**src/hw/rvMemPkg.sv**
```systemverilog
package rvMemPkg;

	// datapath widths
	localparam int DataWidth = 32;
	localparam int AddrWidth = 32; // byte address, upper bits ignored
	localparam int ByteWidth = 8;
	localparam int HalfWidth = 16;
	localparam int ByteLanes = DataWidth / ByteWidth; // one enable per lane

	// address split: word index sits above the byte offset
	localparam int OffsetBits = 2;
	localparam int RamAddrBits = 10; // addr[11:2]
	localparam int RamDepth = 1 << RamAddrBits; // 1024 words, 4 KiB

	// lane masks before shifting to the addressed lane
	localparam logic [ByteLanes-1:0] LaneByte = 4'b0001;
	localparam logic [ByteLanes-1:0] LaneHalf = 4'b0011;
	localparam logic [ByteLanes-1:0] LaneWord = 4'b1111;

	// RV32I load/store width field (funct3)
	typedef enum logic [2:0]
	{
		F3Byte = 3'd0, // lb / sb
		F3Half = 3'd1, // lh / sh
		F3Word = 3'd2, // lw / sw
		F3ByteU = 3'd4, // lbu, loads only
		F3HalfU = 3'd5 // lhu, loads only
	} memFunct3_e;

	// Natural alignment rule shared by both directions.
	// Byte accesses are never misaligned; codes that are illegal
	// for a direction are caught by the aligner itself.
	function automatic logic isMisaligned(
		input memFunct3_e funct3,
		input logic [OffsetBits-1:0] offset
	);
		logic bad;
		bad = 1'b0;
		case (funct3)
			F3Half, F3HalfU: bad = offset[0]; // halfword needs even address
			F3Word: bad = |offset; // word needs multiple of four
			default: bad = 1'b0;
		endcase
		return bad;
	endfunction

endpackage
```
**src/hw/loadAligner.sv**
```systemverilog
`timescale 1ns/1ps

module loadAligner (
	input rvMemPkg::memFunct3_e funct3,
	input logic [rvMemPkg::OffsetBits-1:0] offset,
	input logic [rvMemPkg::DataWidth-1:0] rWord,
	output logic [rvMemPkg::DataWidth-1:0] loadData,
	output logic loadBad
);

	logic [rvMemPkg::DataWidth-1:0] shifted; // addressed lane moved to bit 0
	logic [rvMemPkg::ByteWidth-1:0] loByte;
	logic [rvMemPkg::HalfWidth-1:0] loHalf;
	logic codeBad;
	logic alignBad;

	// offset is in bytes, shift by offset * 8
	assign shifted = rWord >> {offset, 3'b000};
	assign loByte = shifted[rvMemPkg::ByteWidth-1:0];
	assign loHalf = shifted[rvMemPkg::HalfWidth-1:0];

	always_comb
	begin
		codeBad = 1'b0;
		case (funct3)
			rvMemPkg::F3Byte:
			begin
				// lb
				loadData = {{(rvMemPkg::DataWidth - rvMemPkg::ByteWidth){loByte[7]}}, loByte};
			end
			rvMemPkg::F3Half:
			begin
				// lh
				loadData = {{(rvMemPkg::DataWidth - rvMemPkg::HalfWidth){loHalf[15]}}, loHalf};
			end
			rvMemPkg::F3Word:
			begin
				loadData = rWord; // lw, offset must be zero
			end
			rvMemPkg::F3ByteU:
			begin
				loadData = {{(rvMemPkg::DataWidth - rvMemPkg::ByteWidth){1'b0}}, loByte};
			end
			rvMemPkg::F3HalfU:
			begin
				loadData = {{(rvMemPkg::DataWidth - rvMemPkg::HalfWidth){1'b0}}, loHalf};
			end
			default:
			begin
				loadData = '0;
				codeBad = 1'b1; // codes 3, 6, 7
			end
		endcase
	end

	assign alignBad = rvMemPkg::isMisaligned(funct3, offset);
	assign loadBad = codeBad | alignBad;

endmodule

```
**config.mk**
```make
export PLATFORM = sky130hd
export DESIGN_NAME = loadAligner
export DESIGN_NICKNAME = d
export VERILOG_FILES = /design/src/hw/rvMemPkg.sv /design/src/hw/loadAligner.sv
export SDC_FILE = /design/constraint.sdc
export NUM_CORES = 1
export LEC_CHECK = 0
export BUFFER_PORTS_ARGS = -buffer_cell sky130_fd_sc_hd__buf_2
export CAP_MARGIN = 30
export CORE_MARGIN = 1
export CORE_UTILIZATION = 42
export DETAILED_ROUTE_END_ITERATION = 8
export GPL_ROUTABILITY_DRIVEN = 0
export GPL_TIMING_DRIVEN = 0
export PLACE_DENSITY = 0.83
export SLEW_MARGIN = 20
export SYNTH_ARGS = -nofsm -noshare
export SYNTH_HDL_FRONTEND = slang
export SYNTH_SLANG_ARGS = --single-unit
```
**constraint.sdc**
```tcl
create_clock -name vclk -period 1.56
set_clock_uncertainty 0.05 [all_clocks]
set_input_delay 0.156 -clock vclk [all_inputs]
set_output_delay 0.156 -clock vclk [all_outputs]
set_load 0.01 [all_outputs]
```
# After elaboration in Yosys (flattened, before gate mapping)
# Cells that the tools add are included.
[totals] reg_bits=0 inputBits=37 output_inout_bits=33 word_cells=13
[op_classes] n_eq_ne=4 shift=1 mux=3 bitwise_logic=1 n_reduce_logical=4
[ops] operator="case mux 32 bit (5 select lines)" count=1
[ops] operator="right shift 32 x 5 -> 16 bit" count=1
[ops] operator="== test 3 bit, second input constant" count=2
[ops] operator="OR reduction 5 bit" count=1
[ops] operator="OR reduction 2 bit" count=2
[ops] operator="== test 3 x 1 -> 1 bit, second input constant" count=1
[ops] operator="== test 3 x 2 -> 1 bit, second input constant" count=1
[ops] operator="logical NOT 3 bit" count=1
[ops] operator="case mux 1 bit (2 select lines)" count=1
[ops] operator="2-to-1 mux 1 bit" count=1
[ops] operator="bitwise OR 1 bit" count=1

# Longest topological paths before layout
[logic_depth] word_depth=4 ltp_mapped=5 mapped_depth_nobuf=3

# Worst setup path before layout
# OpenSTA, ideal clock, no wires.
[synth_timing] path_type="input -> output" startpoint="in offset[0] (netlist name)" endpoint="out loadData[0] (netlist name)" arrival_time_ns=1.268 t_required_ns=1.354 setup_slack_ns=0.086 stages=4 path_buffers=2 cell_sequence="buf_2 > buf_2 > mux4_2 > a22o_1"
[synth_between] elab_chain_len=2
[synth_rtl] element="start: declaration" line_no="loadAligner.sv:5" source="input logic [rvMemPkg::OffsetBits-1:0] offset,"
[synth_rtl] element="right shift 32 x 5 -> 16 bit" line_no="loadAligner.sv:18" source="assign shifted = rWord >> {offset, 3'b000};"
[synth_rtl] element="case mux 32 bit (5 select lines)" line_no="loadAligner.sv:25" source="case (funct3)"
[synth_rtl] element="end: declaration" line_no="loadAligner.sv:7" source="output logic [rvMemPkg::DataWidth-1:0] loadData,"
# No other way between the ends.

# Worst setup path after layout
[layout_timing] startpoint="in rWord[31] (netlist name)" endpoint="out loadData[16] (netlist name)"
[layout_between] elab_chain_len=2
[layout_rtl] element="start: declaration" line_no="loadAligner.sv:6" source="input logic [rvMemPkg::DataWidth-1:0] rWord,"
[layout_rtl] element="right shift 32 x 5 -> 16 bit" line_no="loadAligner.sv:18"
[layout_rtl] element="case mux 32 bit (5 select lines)" line_no="loadAligner.sv:25"
# No other way between the ends.

==> impl_metrics.py <==
metrics = {
    "run_status": {
        "status": "complete, but fails checks",
        "failed_checks": "setup timing",
    },
    "critical_path": {
        "cpLargestDelayFamily": "multiplexers",
        "cpMaxStageDelayCell": "mux4_2",
        "endpoint_kind": "output port",
        "startpoint_type": "primary input",
        "crit_fanout": 5,
        "worstPathBufferInverterCount": 4,
        "crit_type": "in -> out",
        "crit_path_frequent_cell": "buf_2",
        "worstPathArrival_ns": 1.47,
        "path_cells": "buf_2 > mux2i_1 > mux4_2 > buf_6 > buf_8 > o21ai_2 > buf_2",
        "critPathMaxStageDelay_ns": 0.51,
        "cp.required_ns": 1.35,
    },
    "die": {
        "initial_core_util_pct": 45.2,
        "ios": 70,
        "die_x_um": 48.2,
        "core_area_um2": 1980,
        "die_h_um": 48.2,
        "die_area_um2": 2320,
        "rows": 16,
    },
    "placed_design": {
        "io_buffers": 69,
        "place_inst": 207,
        "hpwl_um": 2500,
    },
    "power_and_ir_drop": {
        "switchingPower_uw": 261,
        "clkPwrFrac_pct": 0,
        "ir_drop_uv": 201,
        "swShare_pct": 48.9,
        "internal_power_uw": 273,
        "pwr-share-seq_pct": 0,
        "p_leak_nw": 0.743,
        "power.density_nw_per_um2": 351,
        "p_comb_share_pct": 100.0,
        "total_power_uw": 534,
    },
    "final_layout": {
        "antenna_cells": 0,
        "regArea_um2": 0,
        "clkbuf_count": 0,
        "drive_above_1_share_pct": 65.8,
        "nets": 229,
        "area_delta_synth_final_pct": 70.0,
        "stdcell_count": 217,
        "seq_cell_count": 0,
    },
    "logic_synthesis": {
        "synth_top_family_by_area": "compound AO/OA/AOI/OAI gates",
        "synth_seq_area_share_pct": 0,
        "synthTopCellsByArea": "mux4_2 (23%), nand2_1 (10%), o21ai_2 (9.8%)",
        "synth_compound_area_share_pct": 36.2,
        "yosysTopAreaCell": "mux4_2",
        "synth_xor_area_share_pct": 0,
        "yosysTopAreaCellShare_pct": 22.6,
        "yosysWarnings": 0,
        "syn_nets": 148,
        "synth.area.mux_share_pct": 34.8,
        "syn_area_um2": 896,
        "synth_adder_area_share_pct": 0,
        "synthCells": 111,
        "synthSimpleGateAreaFrac_pct": 19.8,
        "synth.avg_cell_area_um2": 8.07,
        "yosysUniqueCellTypes": 28,
    },
    "detailed_routing": {
        "dr.pass1.iters": 4,
        "drt_wl_total_um": 4260,
        "vias_per_cell": 6.37,
        "drt_iter0_markers": 58,
        "avgRoutedWirePerCell_um": 19.6,
        "vias": 1382,
        "ant_nets": 0,
        "drc": 0,
    },
    "run": {
        "max-cap-violations": 0,
    },
    "grt": {
        "antenna_found_initial": 0,
        "grt_max_degree": 11,
        "grt_usage_pct": 32.9,
        "grt_overflow": 0,
        "grt_pass1_vias": 1140,
        "grt_pass1_wl_um": 5410,
    },
    "sta": {
        "fmax_mhz": 597,
        "hold_ws_ns": 0.575,
        "fin_setup_tns_ns": -1.02,
        "finalWorstSetupSlack_ns": -0.114,
        "rsz0062_at_grt": "true",
        "slew_viol_final": 0,
        "fin_crit_ns": 1.67,
        "relSlewSlack_pct": 76.8,
        "fin_crit_sh_pct": 107,
        "worst_pin_slew_ns": 0.345,
        "finalSetupViolations": 14,
        "hold_viol": 0,
    },
    "hold_path": {
        "min_from": "rWord[5]",
        "hold_path_depth": 3,
        "hold_path.class": "in -> out",
        "min_to": "loadData[5]",
    },
    "clock_tree": {
        "cts_hold_buf": 0,
    },
}
[cells in the final DEF, fill, tap and decap left out, types with 2 or more instances in the layout]
cell type,synthesis,layout
clkbuf_1,6,2
mux4_2,9,9
buf_2,2,69
buf_12,0,2
o21ai_2,10,11
mux2_2,7,7
buf_4,2,7
a22oi_2,0,2
a21oi_1,2,2
nor3b_4,0,2
buf_6,2,4
buf_8,0,4
a22o_1,8,8
nand2_1,24,24
buf_16,0,2
a22oi_1,7,5
o211ai_1,7,7
mux2i_1,3,3
o21ai_0,7,5
[tightest hold or removal path, stage by stage]
cell,delay [ns]
buf_2,0.08
a22o_1,0.11
buf_2,0.12
[worst max path at each step]
| stage | start | endpoint | slack, ns | cells past startpoint |
|---|---|---|---|---|
| finish | rWord[31] | loadData[16] | -0.11 | 7 |
| global route | rWord[31] | loadData[16] | -0.17 | 7 |
| CTS | funct3[0] | loadData[23] | -0.17 | 8 |
| detailed placement | funct3[0] | loadData[28] | -0.23 | 7 |
| global placement | funct3[0] | loadData[1] | -0.20 | 6 |
| floorplan | offset[0] | loadData[0] | 0.09 | 4 |
[layer usage]
metal,vias to the layer above,track usage [%],part of all wire (%)
met4,0,17.8,3.8
met1,650,42.5,37
li1,591,-,-
met2,124,51.5,48
met5,-,0,0
met3,17,6.30,11
[cell type report]
class	instances	area (um^2)
Inverter	2	7.51
Tap cell	27	33.8
Timing Repair Buffer	81	517
Fill cell	122	459
Buffer	11	101
Multi-Input combinational cell	96	863
[repair_timing]
| item | in CTS | in global routing |
|---|---|---|
| pin swaps | 3 | 10 |
| cloned | 2 | 0 |
| resized for setup | 23 | 17 |
| setup endpoints to repair | 29 | 29 |
| setup buffers | 9 | 1 |
| hold endpoints to repair | 0 | 0 |
[synthesized netlist by cell type, drive strengths merged, types with 2 or more instances]
master,number
mux2,7
nor3b,2
nand3b,2
clkbuf,7
nand2,24
o21ai,17
buf,6
o211ai,7
a22o,8
mux2i,3
mux4,9
or2,2
a21oi,2
a22oi,7
[power by group through the flow]
stage / Clock [mW] / Sequential, mW / Combinational (mW)
global placement: 0 / 0 / 0.403
floorplan: 0 / 0 / 0.249
finish: 0 / 0 / 0.534
detailed placement: 0 / 0 / 0.413
CTS: 0 / 0 / 0.497
global route: 0 / 0 / 0.571
[logic make-up after synthesis]
family,count (synthesis)
multiplexers,19
AO/OA/AOI/OAI,43
AND/OR/NAND/NOR,34
buffers and inverters,15
[per-stage QoR]
step	util [%]	area (um^2)	setup slack, ns
after floorplan	-	896	0.0857
after global placement	64.3	1270	-0.203
after detailed placement	64.3	1270	-0.233
after CTS	74.6	1480	-0.172
after global routing	76.8	1520	-0.175
final	76.8	1520	-0.114
No activity file was read; power rests on OpenSTA's default activity.
