$ cat src/hw/rvMemPkg.sv
package rvMemPkg;

	// datapath widths
	localparam int DataWidth = 32;
	localparam int AddrWidth = 32; // byte address, upper bits ignored
	localparam int ByteWidth = 8;
	localparam int HalfWidth = 16;
	localparam int ByteLanes = DataWidth / ByteWidth; // one enable per lane

	// address split: word index sits above the byte offset
	localparam int OffsetBits = 2;
	localparam int RamAddrBits = 10; // addr[11:2]
	localparam int RamDepth = 1 << RamAddrBits; // 1024 words, 4 KiB

	// lane masks before shifting to the addressed lane
	localparam logic [ByteLanes-1:0] LaneByte = 4'b0001;
	localparam logic [ByteLanes-1:0] LaneHalf = 4'b0011;
	localparam logic [ByteLanes-1:0] LaneWord = 4'b1111;

	// RV32I load/store width field (funct3)
	typedef enum logic [2:0]
	{
		F3Byte = 3'd0, // lb / sb
		F3Half = 3'd1, // lh / sh
		F3Word = 3'd2, // lw / sw
		F3ByteU = 3'd4, // lbu, loads only
		F3HalfU = 3'd5 // lhu, loads only
	} memFunct3_e;

	// Natural alignment rule shared by both directions.
	// Byte accesses are never misaligned; codes that are illegal
	// for a direction are caught by the aligner itself.
	function automatic logic isMisaligned(
		input memFunct3_e funct3,
		input logic [OffsetBits-1:0] offset
	);
		logic bad;
		bad = 1'b0;
		case (funct3)
			F3Half, F3HalfU: bad = offset[0]; // halfword needs even address
			F3Word: bad = |offset; // word needs multiple of four
			default: bad = 1'b0;
		endcase
		return bad;
	endfunction

endpackage
$ cat src/hw/storeAligner.sv
`timescale 1ns/1ps

module storeAligner (
	input rvMemPkg::memFunct3_e funct3,
	input logic [rvMemPkg::OffsetBits-1:0] offset,
	input logic [rvMemPkg::DataWidth-1:0] wData,
	output logic [rvMemPkg::ByteLanes-1:0] byteEn,
	output logic [rvMemPkg::DataWidth-1:0] laneData,
	output logic storeBad
);

	logic [rvMemPkg::ByteLanes-1:0] laneMask; // enables before the offset shift
	logic codeBad; // not a store width code
	logic alignBad;

	// replicate the store value so every lane carries it
	always_comb
	begin
		laneMask = '0;
		laneData = wData;
		codeBad = 1'b0;
		case (funct3)
			rvMemPkg::F3Byte:
			begin
				laneMask = rvMemPkg::LaneByte;
				laneData = {rvMemPkg::ByteLanes{wData[rvMemPkg::ByteWidth-1:0]}};
			end
			rvMemPkg::F3Half:
			begin
				laneMask = rvMemPkg::LaneHalf;
				laneData = {(rvMemPkg::ByteLanes / 2){wData[rvMemPkg::HalfWidth-1:0]}};
			end
			rvMemPkg::F3Word:
			begin
				laneMask = rvMemPkg::LaneWord;
			end
			default:
			begin
				codeBad = 1'b1; // lbu/lhu codes and 3, 6, 7
			end
		endcase
	end

	assign alignBad = rvMemPkg::isMisaligned(funct3, offset);
	assign storeBad = codeBad | alignBad;

	// a bad store must not touch any lane
	always_comb
	begin
		if (storeBad)
		begin
			byteEn = '0;
		end
		else
		begin
			byteEn = laneMask << offset; // move mask onto addressed lanes
		end
	end

endmodule

$ cat config.mk
export PLATFORM = sky130hd
export DESIGN_NAME = storeAligner
export DESIGN_NICKNAME = d
export VERILOG_FILES = /design/src/hw/rvMemPkg.sv /design/src/hw/storeAligner.sv
export SDC_FILE = /design/constraint.sdc
export NUM_CORES = 1
export LEC_CHECK = 0
export BUFFER_PORTS_ARGS = -buffer_cell sky130_fd_sc_hd__clkbuf_2
export CORE_MARGIN = 2
export CORE_UTILIZATION = 36
export DETAILED_ROUTE_END_ITERATION = 10
export GPL_ROUTABILITY_DRIVEN = 0
export PLACE_DENSITY_LB_ADDON = 0.05
export SKIP_LAST_GASP = 1
export SYNTH_ARGS = -nofsm -noshare
export SYNTH_HDL_FRONTEND = slang
export SYNTH_SLANG_ARGS = --single-unit
$ cat constraint.sdc
create_clock -name vclk -period 2.8
set_clock_uncertainty 0.1 [all_clocks]
set_input_delay 0.28 -clock vclk [all_inputs]
set_output_delay 0.28 -clock vclk [all_outputs]
set_load 0.005 [all_outputs]
Word-level counts from Yosys, hierarchy flattened
Index checks and enable logic that the tools add are counted.
{"block": "classes", "n_eq_ne": 3, "shift": 1, "mux": 5, "bitwise_logic": 1, "n_reduce_logical": 4}
{"operator": "32-bit one-hot mux with 2 select lines", "n": 1}
{"operator": "4-bit one-hot mux with 3 select lines", "n": 1}
{"operator": "4-bit 2-to-1 mux", "n": 1}
{"operator": "2-bit OR reduction", "n": 2}
{"operator": "4-bit by 2-bit left shift with 4-bit output", "n": 1}
{"operator": "3-bit by 1-bit == test with 1-bit output, second input constant", "n": 1}
{"operator": "3-bit by 2-bit == test with 1-bit output, second input constant", "n": 1}
{"operator": "3-bit == test, second input constant", "n": 1}
{"operator": "3-bit logical NOT", "n": 1}
{"operator": "3-bit OR reduction", "n": 1}
{"operator": "1-bit one-hot mux with 2 select lines", "n": 1}
{"operator": "1-bit 2-to-1 mux", "n": 1}
{"operator": "1-bit OR", "n": 1}
{"block": "totals", "regBits": 0, "inputBits": 37, "output_inout_bits": 37, "elab_cells": 14}

Depth between registers and ports, before layout
Gate-level depths: netlist of the first run.
{"block": "depth", "word_depth": 5, "mapped_depth": 5, "ltp_nobuf": 3}

Least setup slack after synthesis of the first run
Ideal clock, no wire load.
{"block": "synth_timing", "kind": "input to output", "startpoint": "input funct3[2]", "endpoint": "output laneData[10] (netlist bit)", "arrival_time_ps": 1097, "t_required_ps": 2420, "path_slack_ps": 1323, "cell_stages": 3, "n_path_buf": 1, "path_cell_list": "buf_6 nor3_4 mux2_2"}
{"block": "synth_between", "elab_chain_cells": 2, "word_cells_on_any_way": 3, "cone_classes": "1 x eq/ne; 1 x mux; 1 x reduce/logical"}
{"element": "start: declaration", "line_no": "storeAligner.sv:4", "text": "input rvMemPkg::memFunct3_e funct3,"}
{"element": "3-bit by 1-bit == test with 1-bit output or 3-bit logical NOT (tied branches)", "line_no": "storeAligner.sv:22", "text": "case (funct3)"}
{"element": "32-bit one-hot mux with 2 select lines (*)", "line_no": "storeAligner.sv:22"}
{"element": "end: declaration", "line_no": "storeAligner.sv:8", "text": "output logic [rvMemPkg::DataWidth-1:0] laneData,"}
Mark *: on every way between the ends. The rest lies on a longest branch, timed or not.

Worst setup path in the final report of the first run
{"block": "layout_timing", "startpoint": "input funct3[0]", "endpoint": "output laneData[13] (netlist bit)"}
Same word-level chain as after synthesis.

==> metrics.md, run 1 <==
| Metric | Value |
|---|---|
| Vias | between 700 and 800 |
| # diodes | 0 |
| Initial DRC count | 3 |
| Drt pass-1 iters | 3 |
| Status | completed |
| CP Capture Type | output pin |
| Clkbuf count | 0 |
| Vias in the first global route | 604 |
| Slew Limit Fails | 0 |
| Fillers | about 140 |
| Worst min path class | input pin to output pin |
| Instance count of the mapped netlist | 73 |
| Post-synthesis cell area | ~570 sq um |
| Rel. slew slack | 64.32% |
| WL per Instance | roughly 10 um |
| Tot Pwr | ~0.00013 W |
| Synth unique cells | 18 |
| Layout area overhead | 49.89% |
| CP arrival | approximately 1.5 ns |
| RSZ-0062 raised after global routing | false |
| Global-route wire length before repair | between 2000 and 2500 um |
| Final hold vios | 0 |
| Post-CTS resize count | 0 |
| Max Cap Viol | 0 |
| I/O Pins | 74 |
| Crit Path Max Fanout | 16 |
| Post-CTS Setup Inserts | 0 |
| Mean Syn Cell Area | approximately 7.8 sq um |
| Tot GR Track Use | about 15% |
| Register area share after synthesis | 0% |
| Worst path required time | between 2 and 2.5 ns |
| Worst-Margin Slew | approximately 0.53 ns |
| Vias per cell | between 4 and 5 |
| Total congestion overflow | 0 |
| Peak supply drop | ~0.084 mV |
| Max Clock Freq | about 530 MHz |
| Crit start category | input pin |
| Register cell area after layout | 0 sq um |
| Layout cells sized above 1 | between 60 and 70% |
| DP Area | around 850 sq um |
| Die Span Y | 43.68 um |
| # port buffers | 74 |
| Pleak | between 0.4 and 0.5 nW |
| DRC violations left | 0 |
| Starting Density | 38.07% |
| Num rows | 14 |
| Die area | 1908 sq um |
| WL final | 1548 um |
| Initial antenna violation count | 0 |
| Syn nets | 110 |
| Final instance area | around 850 sq um |
| ANT nets after route | 0 |
| Largest net degree at the start of global routing | 25 |
| Min cycle time layout | around 1.9 ns |
| Core Region | between 1000 and 1500 sq um |
| YS warnings | 0 |
| Fin Setup TNS | 0 ns |
| Nets | about 170 |
| DP HPWL | approximately 1300 um |
| Tcrit/Tclk final | about two thirds |
| Area occupied by multi-input gates | roughly 460 sq um |
| Hold bufs inserted after CTS | 0 |
| PwrDens | 154.9 nW/um^2 |
| FF+latch count | 0 |
| Final setup viols | 0 |
| Die Width | 43.68 um |
| Critical path class | input pin to output pin |
-- Yosys cell counts --
cell / instances / area, sq um
a2111oi_0: 1 / 8.760
a21oi_1: 8 / 40.04
a31oi_1: 1 / 6.260
buf_2: 2 / 10.01
buf_4: 10 / 75.07
buf_6: 2 / 22.52
mux2_2: 16 / 180.2
mux2i_1: 9 / 90.09
nand3_1: 2 / 10.01
nand3b_1: 1 / 7.510
nor2_1: 12 / 45.04
nor2_4: 1 / 11.26
nor3_1: 2 / 10.01
nor3_4: 1 / 16.27
o21a_1: 1 / 7.510
o21ai_0: 2 / 10.01
o21bai_1: 1 / 7.510
xor2_1: 1 / 8.760
-- cell families after synthesis --
group | count (synthesis) | synth area share, %
buf+inv | 14 | 18.98
compound gates | 14 | 14.13
simple gates | 19 | 17.66
mux | 25 | 47.68
xor+xnor | 1 | 1.546
-- worst max-delay path, cell delays in order --
cell and delay [ns]:
clkbuf_2 0.28, nor3_4 0.43, mux2_2 0.39, clkbuf_2 0.11
-- metal layers --
| layer | vias to the layer above | global-route usage (%) | share of wire (%) |
|---|---|---|---|
| li1 | 385 | - | - |
| met5 | - | 0 | 0 |
| met3 | 0 | 1.667 | 13 |
| met4 | 0 | 0 | 0 |
| met1 | 300 | 20.30 | 42 |
| met2 | 44 | 27.06 | 46 |
-- layout by cell type (no fill, tap or decap) --
master,Yosys,final
a2111oi_0,1,1
a21oi_1,8,8
a31oi_1,1,1
clkbuf_2,0,74
mux2_2,16,16
mux2i_1,9,9
nand3_1,2,2
nand3b_1,1,1
nor2_1,12,12
nor2_4,1,1
nor3_1,2,2
nor3_4,1,1
o21a_1,1,1
o21ai_0,2,2
o21bai_1,1,1
xor2_1,1,1
-- stage by stage --
stage / hold WS [ns] / util (%) / setup slack, ns / instances
floorplan: 0.4942 / - / 1.323 / 73
global placement: 0.6668 / 57.06 / 0.9265 / 149
CTS: 0.6714 / 57.06 / 0.9223 / 149
finish: 0.6709 / 57.06 / 0.9232 / 149
detailed placement: 0.6714 / 57.06 / 0.9287 / 149
global route: 0.6802 / 57.06 / 0.8557 / 149
-- power breakdown --
| group | switching [W] | internal (W) |
|---|---|---|
| Combinational | 0.0000598 | 0.0000718 |
| Clock | 0 | 0 |
| Sequential | 0 | 0 |
| Total | 0.0000598 | 0.0000718 |
-- worst paths after layout --
check                 start           end  slack [ns]  cells after the start
hold / removal     wData[1]   laneData[1]        0.67                      2
setup / recovery  funct3[0]  laneData[13]        0.92                      4
-- layout make-up --
class / instances / area share, %
multi-input combinational: 59 / 54.05
timing repair buffer: 74 / 43.59
tap: 16 / 2.356
Note: power is estimated with default switching activity, not from simulation.
==> inputs of run 2 (changes only) <==
CORE_ASPECT_RATIO = 1.25   (was default)
CORE_UTILIZATION = 33   (was 36)
clock period = 1.8 ns   (was 2.8 ns; I/O delays follow)
==> run 2 against run 1 <==
Net effect:
- cell area is 3.5% higher
- via count increased by 3.7%
- critical path depth stayed put
- wire length is 2.8% higher
- combinational power grew 61%
- flip-flop and latch count unchanged
- setup slack got worse by 0.71 ns
- non-clock buffer count grew 2
- sequential share of layout area is the same
- utilization is 1.4 points lower
==> metrics.md, run 2 (synthesized netlist as in run 1, its figures left out) <==
| Metric | Value |
|---|---|
| Initial DRC count | 13 |
| Hold bufs inserted after CTS | 0 |
| Crit start category | input pin |
| Hold EP | laneData[6] |
| Clkbuf count | 0 |
| I/O Pins | 74 |
| Met3 WL | ~170 um |
| Register cell area after layout | 0 sq um |
| Delay-heaviest family, CP | simple AND/OR/NAND/NOR gates |
| Layout cells sized above 1 | about 70% |
| Die Width | 41.07 um |
| Clk network pwr share | 0% |
| Int Power | approximately 0.00012 W |
| Worst min path class | input pin to output pin |
| Min cycle time layout | approximately 1.6 ns |
| FF+latch count | 0 |
| Layout area overhead | 55.19% |
| PwrDens | around 240 nW/um^2 |
| WP buf/inv | 2 |
| WL per Instance | 10.40 um |
| # diodes | 0 |
| Status | completed |
| PnR worst setup slack | 0.2174 ns |
| Top sig layer | met3 |
| Vias in the first global route | 588 |
| CP arrival | approximately 1.3 ns |
| Switching share of power | ~45% |
| Nets | 174 |
| Largest net degree at the start of global routing | 19 |
| Final hold vios | 0 |
| Tcrit/Tclk final | ~88% |
| Worst-Margin Slew | roughly 0.41 ns |
| WL final | around 1600 um |
| Die area | about 2100 sq um |
| Vias per cell | between 4 and 5 |
| Post-CTS Setup Inserts | 0 |
| Most common cell after layout, fill and taps aside | clkbuf_2 |
| Critical path class | input pin to output pin |
| ANT nets after route | 0 |
| Starting Density | 35.84% |
| Most frequent cells in the layout | clkbuf_2, mux2_2, nor2_1, mux2i_1, a21oi_1 |
| Fillers | between 150 and 200 |
| Pleak | 0.4933 nW |
| Worst slack, placed | 0.2044 ns |
| Slowest stage delay, CP | 0.43 ns |
| Slew Limit Fails | 0 |
| Gate power share | between 90% and 100% |
| Crit-path cells | clkbuf_2 -> nor3_4 -> mux2_2 -> clkbuf_2 |
| Metal-1 WL | between 500 and 600 um |
| Vias | about 760 |
| Tot GR Track Use | between 10% and 20% |
| Crit Path Max Fanout | 10 |
| Most used cell, CP | clkbuf_2 |
| DRC violations left | 0 |
| DR WL met2 | 823 um |
| Net Switching | 0.00009460 W |
| Final setup viols | 0 |
| Area occupied by multi-input gates | approximately 460 sq um |
| Slowest CP cell | nor3_4 |
| Die Span Y | just over 50 um |
| Peak supply drop | approximately 0.10 mV |
| Worst path required time | around 1.5 ns |
| Hold path startpoint | wData[6] |
| Hold Crit Depth | 2 |
| CP Capture Type | output pin |
| Util after Layout | between 50% and 60% |
| Post-CTS resize count | 0 |
| Initial antenna violation count | 0 |
| Rel. slew slack | between 70% and 80% |
| RSZ-0062 raised after global routing | false |
| Total congestion overflow | 0 |
| Drt pass-1 iters | 4 |
| # port buffers | between 70 and 80 |
| Flop pwr share | 0% |
| Num rows | 16 |
| Max Cap Viol | 0 |
| Max Clock Freq | around 630 MHz |
| Global-route wire length before repair | about 2400 um |
| Core Region | approximately 1600 sq um |
| DP HPWL | approximately 1400 um |
| Fin Setup TNS | 0 ns |
[run 2: worst max path at each step]
| stage | from | to | slack [ns] | cells after the start |
|---|---|---|---|---|
| final | funct3[1] | laneData[9] | 0.22 | 4 |
| after global routing | funct3[1] | laneData[14] | 0.12 | 4 |
| after CTS | funct3[1] | laneData[10] | 0.20 | 4 |
| after detailed placement | funct3[1] | laneData[10] | 0.20 | 4 |
| after global placement | funct3[1] | laneData[9] | 0.23 | 4 |
| after floorplan | funct3[2] | laneData[10] | 0.52 | 3 |
[run 2: cell type report]
class / instances / share of cell area, %
Tap cell: 18 / 2.560
Multi-Input combinational cell: 59 / 52.20
Timing Repair Buffer: 76 / 45.23
[run 2: per-stage QoR]
stage | hold slack [ns] | cell area (sq um) | power (W) | cells
finish | 0.4680 | 879.6 | 0.0002120 | 153
global route | 0.4734 | 879.6 | 0.0002355 | 153
CTS | 0.4699 | 879.6 | 0.0002155 | 153
detailed placement | 0.4689 | 879.6 | 0.0002145 | 153
global placement | 0.4685 | 879.6 | 0.0002130 | 153
floorplan | 0.2942 | 566.8 | 0.0001196 | 73
[run 2: metal layers]
| metal | track usage, % | vias to the layer above |
|---|---|---|
| met4 | 0 | 0 |
| li1 | - | 384 |
| met1 | 17.79 | 328 |
| met5 | 0 | - |
| met2 | 28.65 | 44 |
| met3 | 0.4425 | 0 |
[run 2: power by group through the flow]
stage	clock (W)	combinational [W]	sequential [W]
after floorplan	0	0.000120	0
after global placement	0	0.000213	0
after detailed placement	0	0.000215	0
after CTS	0	0.000215	0
after global routing	0	0.000236	0
final	0	0.000212	0
==> inputs of run 3 (changes only) <==
CORE_ASPECT_RATIO = 1.1   (was 1.25)
GPL_ROUTABILITY_DRIVEN = default   (was 0)
==> run 3 against run 2 <==
Net effect:
- clock-buffer cell count is the same
- flip-flop and latch count is the same
- non-clock buffer count grew 1
- critical path depth is the same
- combinational power is essentially flat
- worst hold slack lost 0.0035 ns
- final cell count is the same
- setup slack lost 0.0048 ns
- critical path type unchanged
==> metrics.md, run 3 (synthesized netlist as in run 1, its figures left out) <==
| Metric | Value |
|---|---|
| Status | completed |
| WL per Instance | ~10 um |
| Post-CTS resize count | 0 |
| DP HPWL | ~1400 um |
| Tot GR Track Use | between 10% and 20% |
| Register cell area after layout | 0 sq um |
| WL final | roughly 1600 um |
| CP Capture Type | output pin |
| Pleak | slightly below 0.5 nW |
| Largest net degree at the start of global routing | 16 |
| Hold bufs inserted after CTS | 0 |
| Starting Density | 35.53% |
| Tot Pwr | ~0.00021 W |
| Die Span Y | between 40 and 50 um |
| # port buffers | 74 |
| DRC violations left | 0 |
| Worst-Margin Slew | between 0.4 and 0.5 ns |
| Post-CTS Setup Inserts | 0 |
| Peak supply drop | just over 0.1 mV |
| Fin Setup TNS | 0 ns |
| Crit start category | input pin |
| Most common cell after layout, fill and taps aside | clkbuf_2 |
| Initial antenna violation count | 0 |
| Tcrit/Tclk final | 88.19% |
| I/O Pins | 74 |
| Layout area overhead | 54.08% |
| Clkbuf count | 0 |
| Vias in the first global route | 563 |
| FF+latch count | 0 |
| CP arrival | 1.31 ns |
| Min cycle time layout | 1.587 ns |
| Critical path class | input pin to output pin |
| Total congestion overflow | 0 |
| # diodes | 0 |
| Global-route wire length before repair | approximately 2400 um |
| Hold path startpoint | wData[7] |
| Drt pass-1 iters | 4 |
| Initial DRC count | 3 |
| Num rows | 15 |
| Max Cap Viol | 0 |
| Die Width | 43.52 um |
| Core Region | 1595 sq um |
| Routability-driven placement congestion ratio | ~0.73 |
| Slew Limit Fails | 0 |
| Hold Crit Depth | 2 |
| Final setup viols | 0 |
| ANT nets after route | 0 |
| Rel. slew slack | between 70% and 80% |
| Final hold vios | 0 |
| Crit Path Max Fanout | 10 |
| Layout Cells excl Fill | approximately 150 |
| RSZ-0062 raised after global routing | false |
| Vias per cell | around 5.0 |
| Most frequent cells in the layout | clkbuf_2, mux2_2, nor2_1, mux2i_1, a21oi_1 |
| Vias | 764 |
| Die area | approximately 2100 sq um |
| Max Clock Freq | ~630 MHz |
| Util after Layout | a little over half |
| Hold EP | laneData[7] |
| Cell total after placement | 153 |
| Nets | around 180 |
| Worst min path class | input pin to output pin |
| Worst path required time | ~1.5 ns |
| PwrDens | approximately 240 nW/um^2 |
| Layout cells sized above 1 | 69.85% |
[run 3: cell types whose count changed in the layout (fill, tap and decap cells not counted), sizes merged]
cell  change
buf       +1
[run 3: layer usage]
layer | share of wire (%) | vias to the layer above | track usage [%] | wire length, um
met4 | 0 | 0 | 0 | 0
met3 | 11 | 0 | 1.132 | 170
met5 | 0 | - | 0 | 0
li1 | - | 388 | - | -
met1 | 41 | 332 | 20.50 | 653
met2 | 49 | 44 | 25.37 | 777
[run 3: how the worst max path moves through the flow]
stage | startpoint | end | slack [ns]
5_1_grt | funct3[1] | laneData[9] | 0.12
3_5_place_dp | funct3[1] | laneData[14] | 0.18
2_1_floorplan | funct3[2] | laneData[10] | 0.52
4_1_cts | funct3[1] | laneData[14] | 0.18
6_report | funct3[1] | laneData[14] | 0.21
3_3_place_gp | funct3[1] | laneData[14] | 0.20
[run 3: report_power, final]
part / switching (W) / total (W) / internal [W] / leakage (nW)
clock network: 0 / 0 / 0 / 0
registers: 0 / 0 / 0 / 0
logic: 0.0000945 / 0.000211 / 0.000116 / 0.495
total: 0.0000945 / 0.000211 / 0.000116 / 0.495
[run 3: worst max-delay path: stages]
cell and delay [ns]:
clkbuf_2 0.20, nor3_4 0.42, mux2_2 0.39, clkbuf_2 0.11
[run 3: layout make-up]
class,instances,area (sq um)
timing repair buffer,77,392.9
multi-input combinational,59,459.2
tap,17,21.27
fill,161,721.9
[run 3: through the flow]
| stage | cell area (sq um) | hold WS [ns] | setup WS [ns] |
|---|---|---|---|
| floorplan | 566.8 | 0.2942 | 0.5226 |
| global placement | 873.3 | 0.4678 | 0.2029 |
| detailed placement | 873.3 | 0.4678 | 0.1845 |
| CTS | 873.3 | 0.4671 | 0.1784 |
| global route | 873.3 | 0.4764 | 0.1216 |
| finish | 873.3 | 0.4645 | 0.2126 |
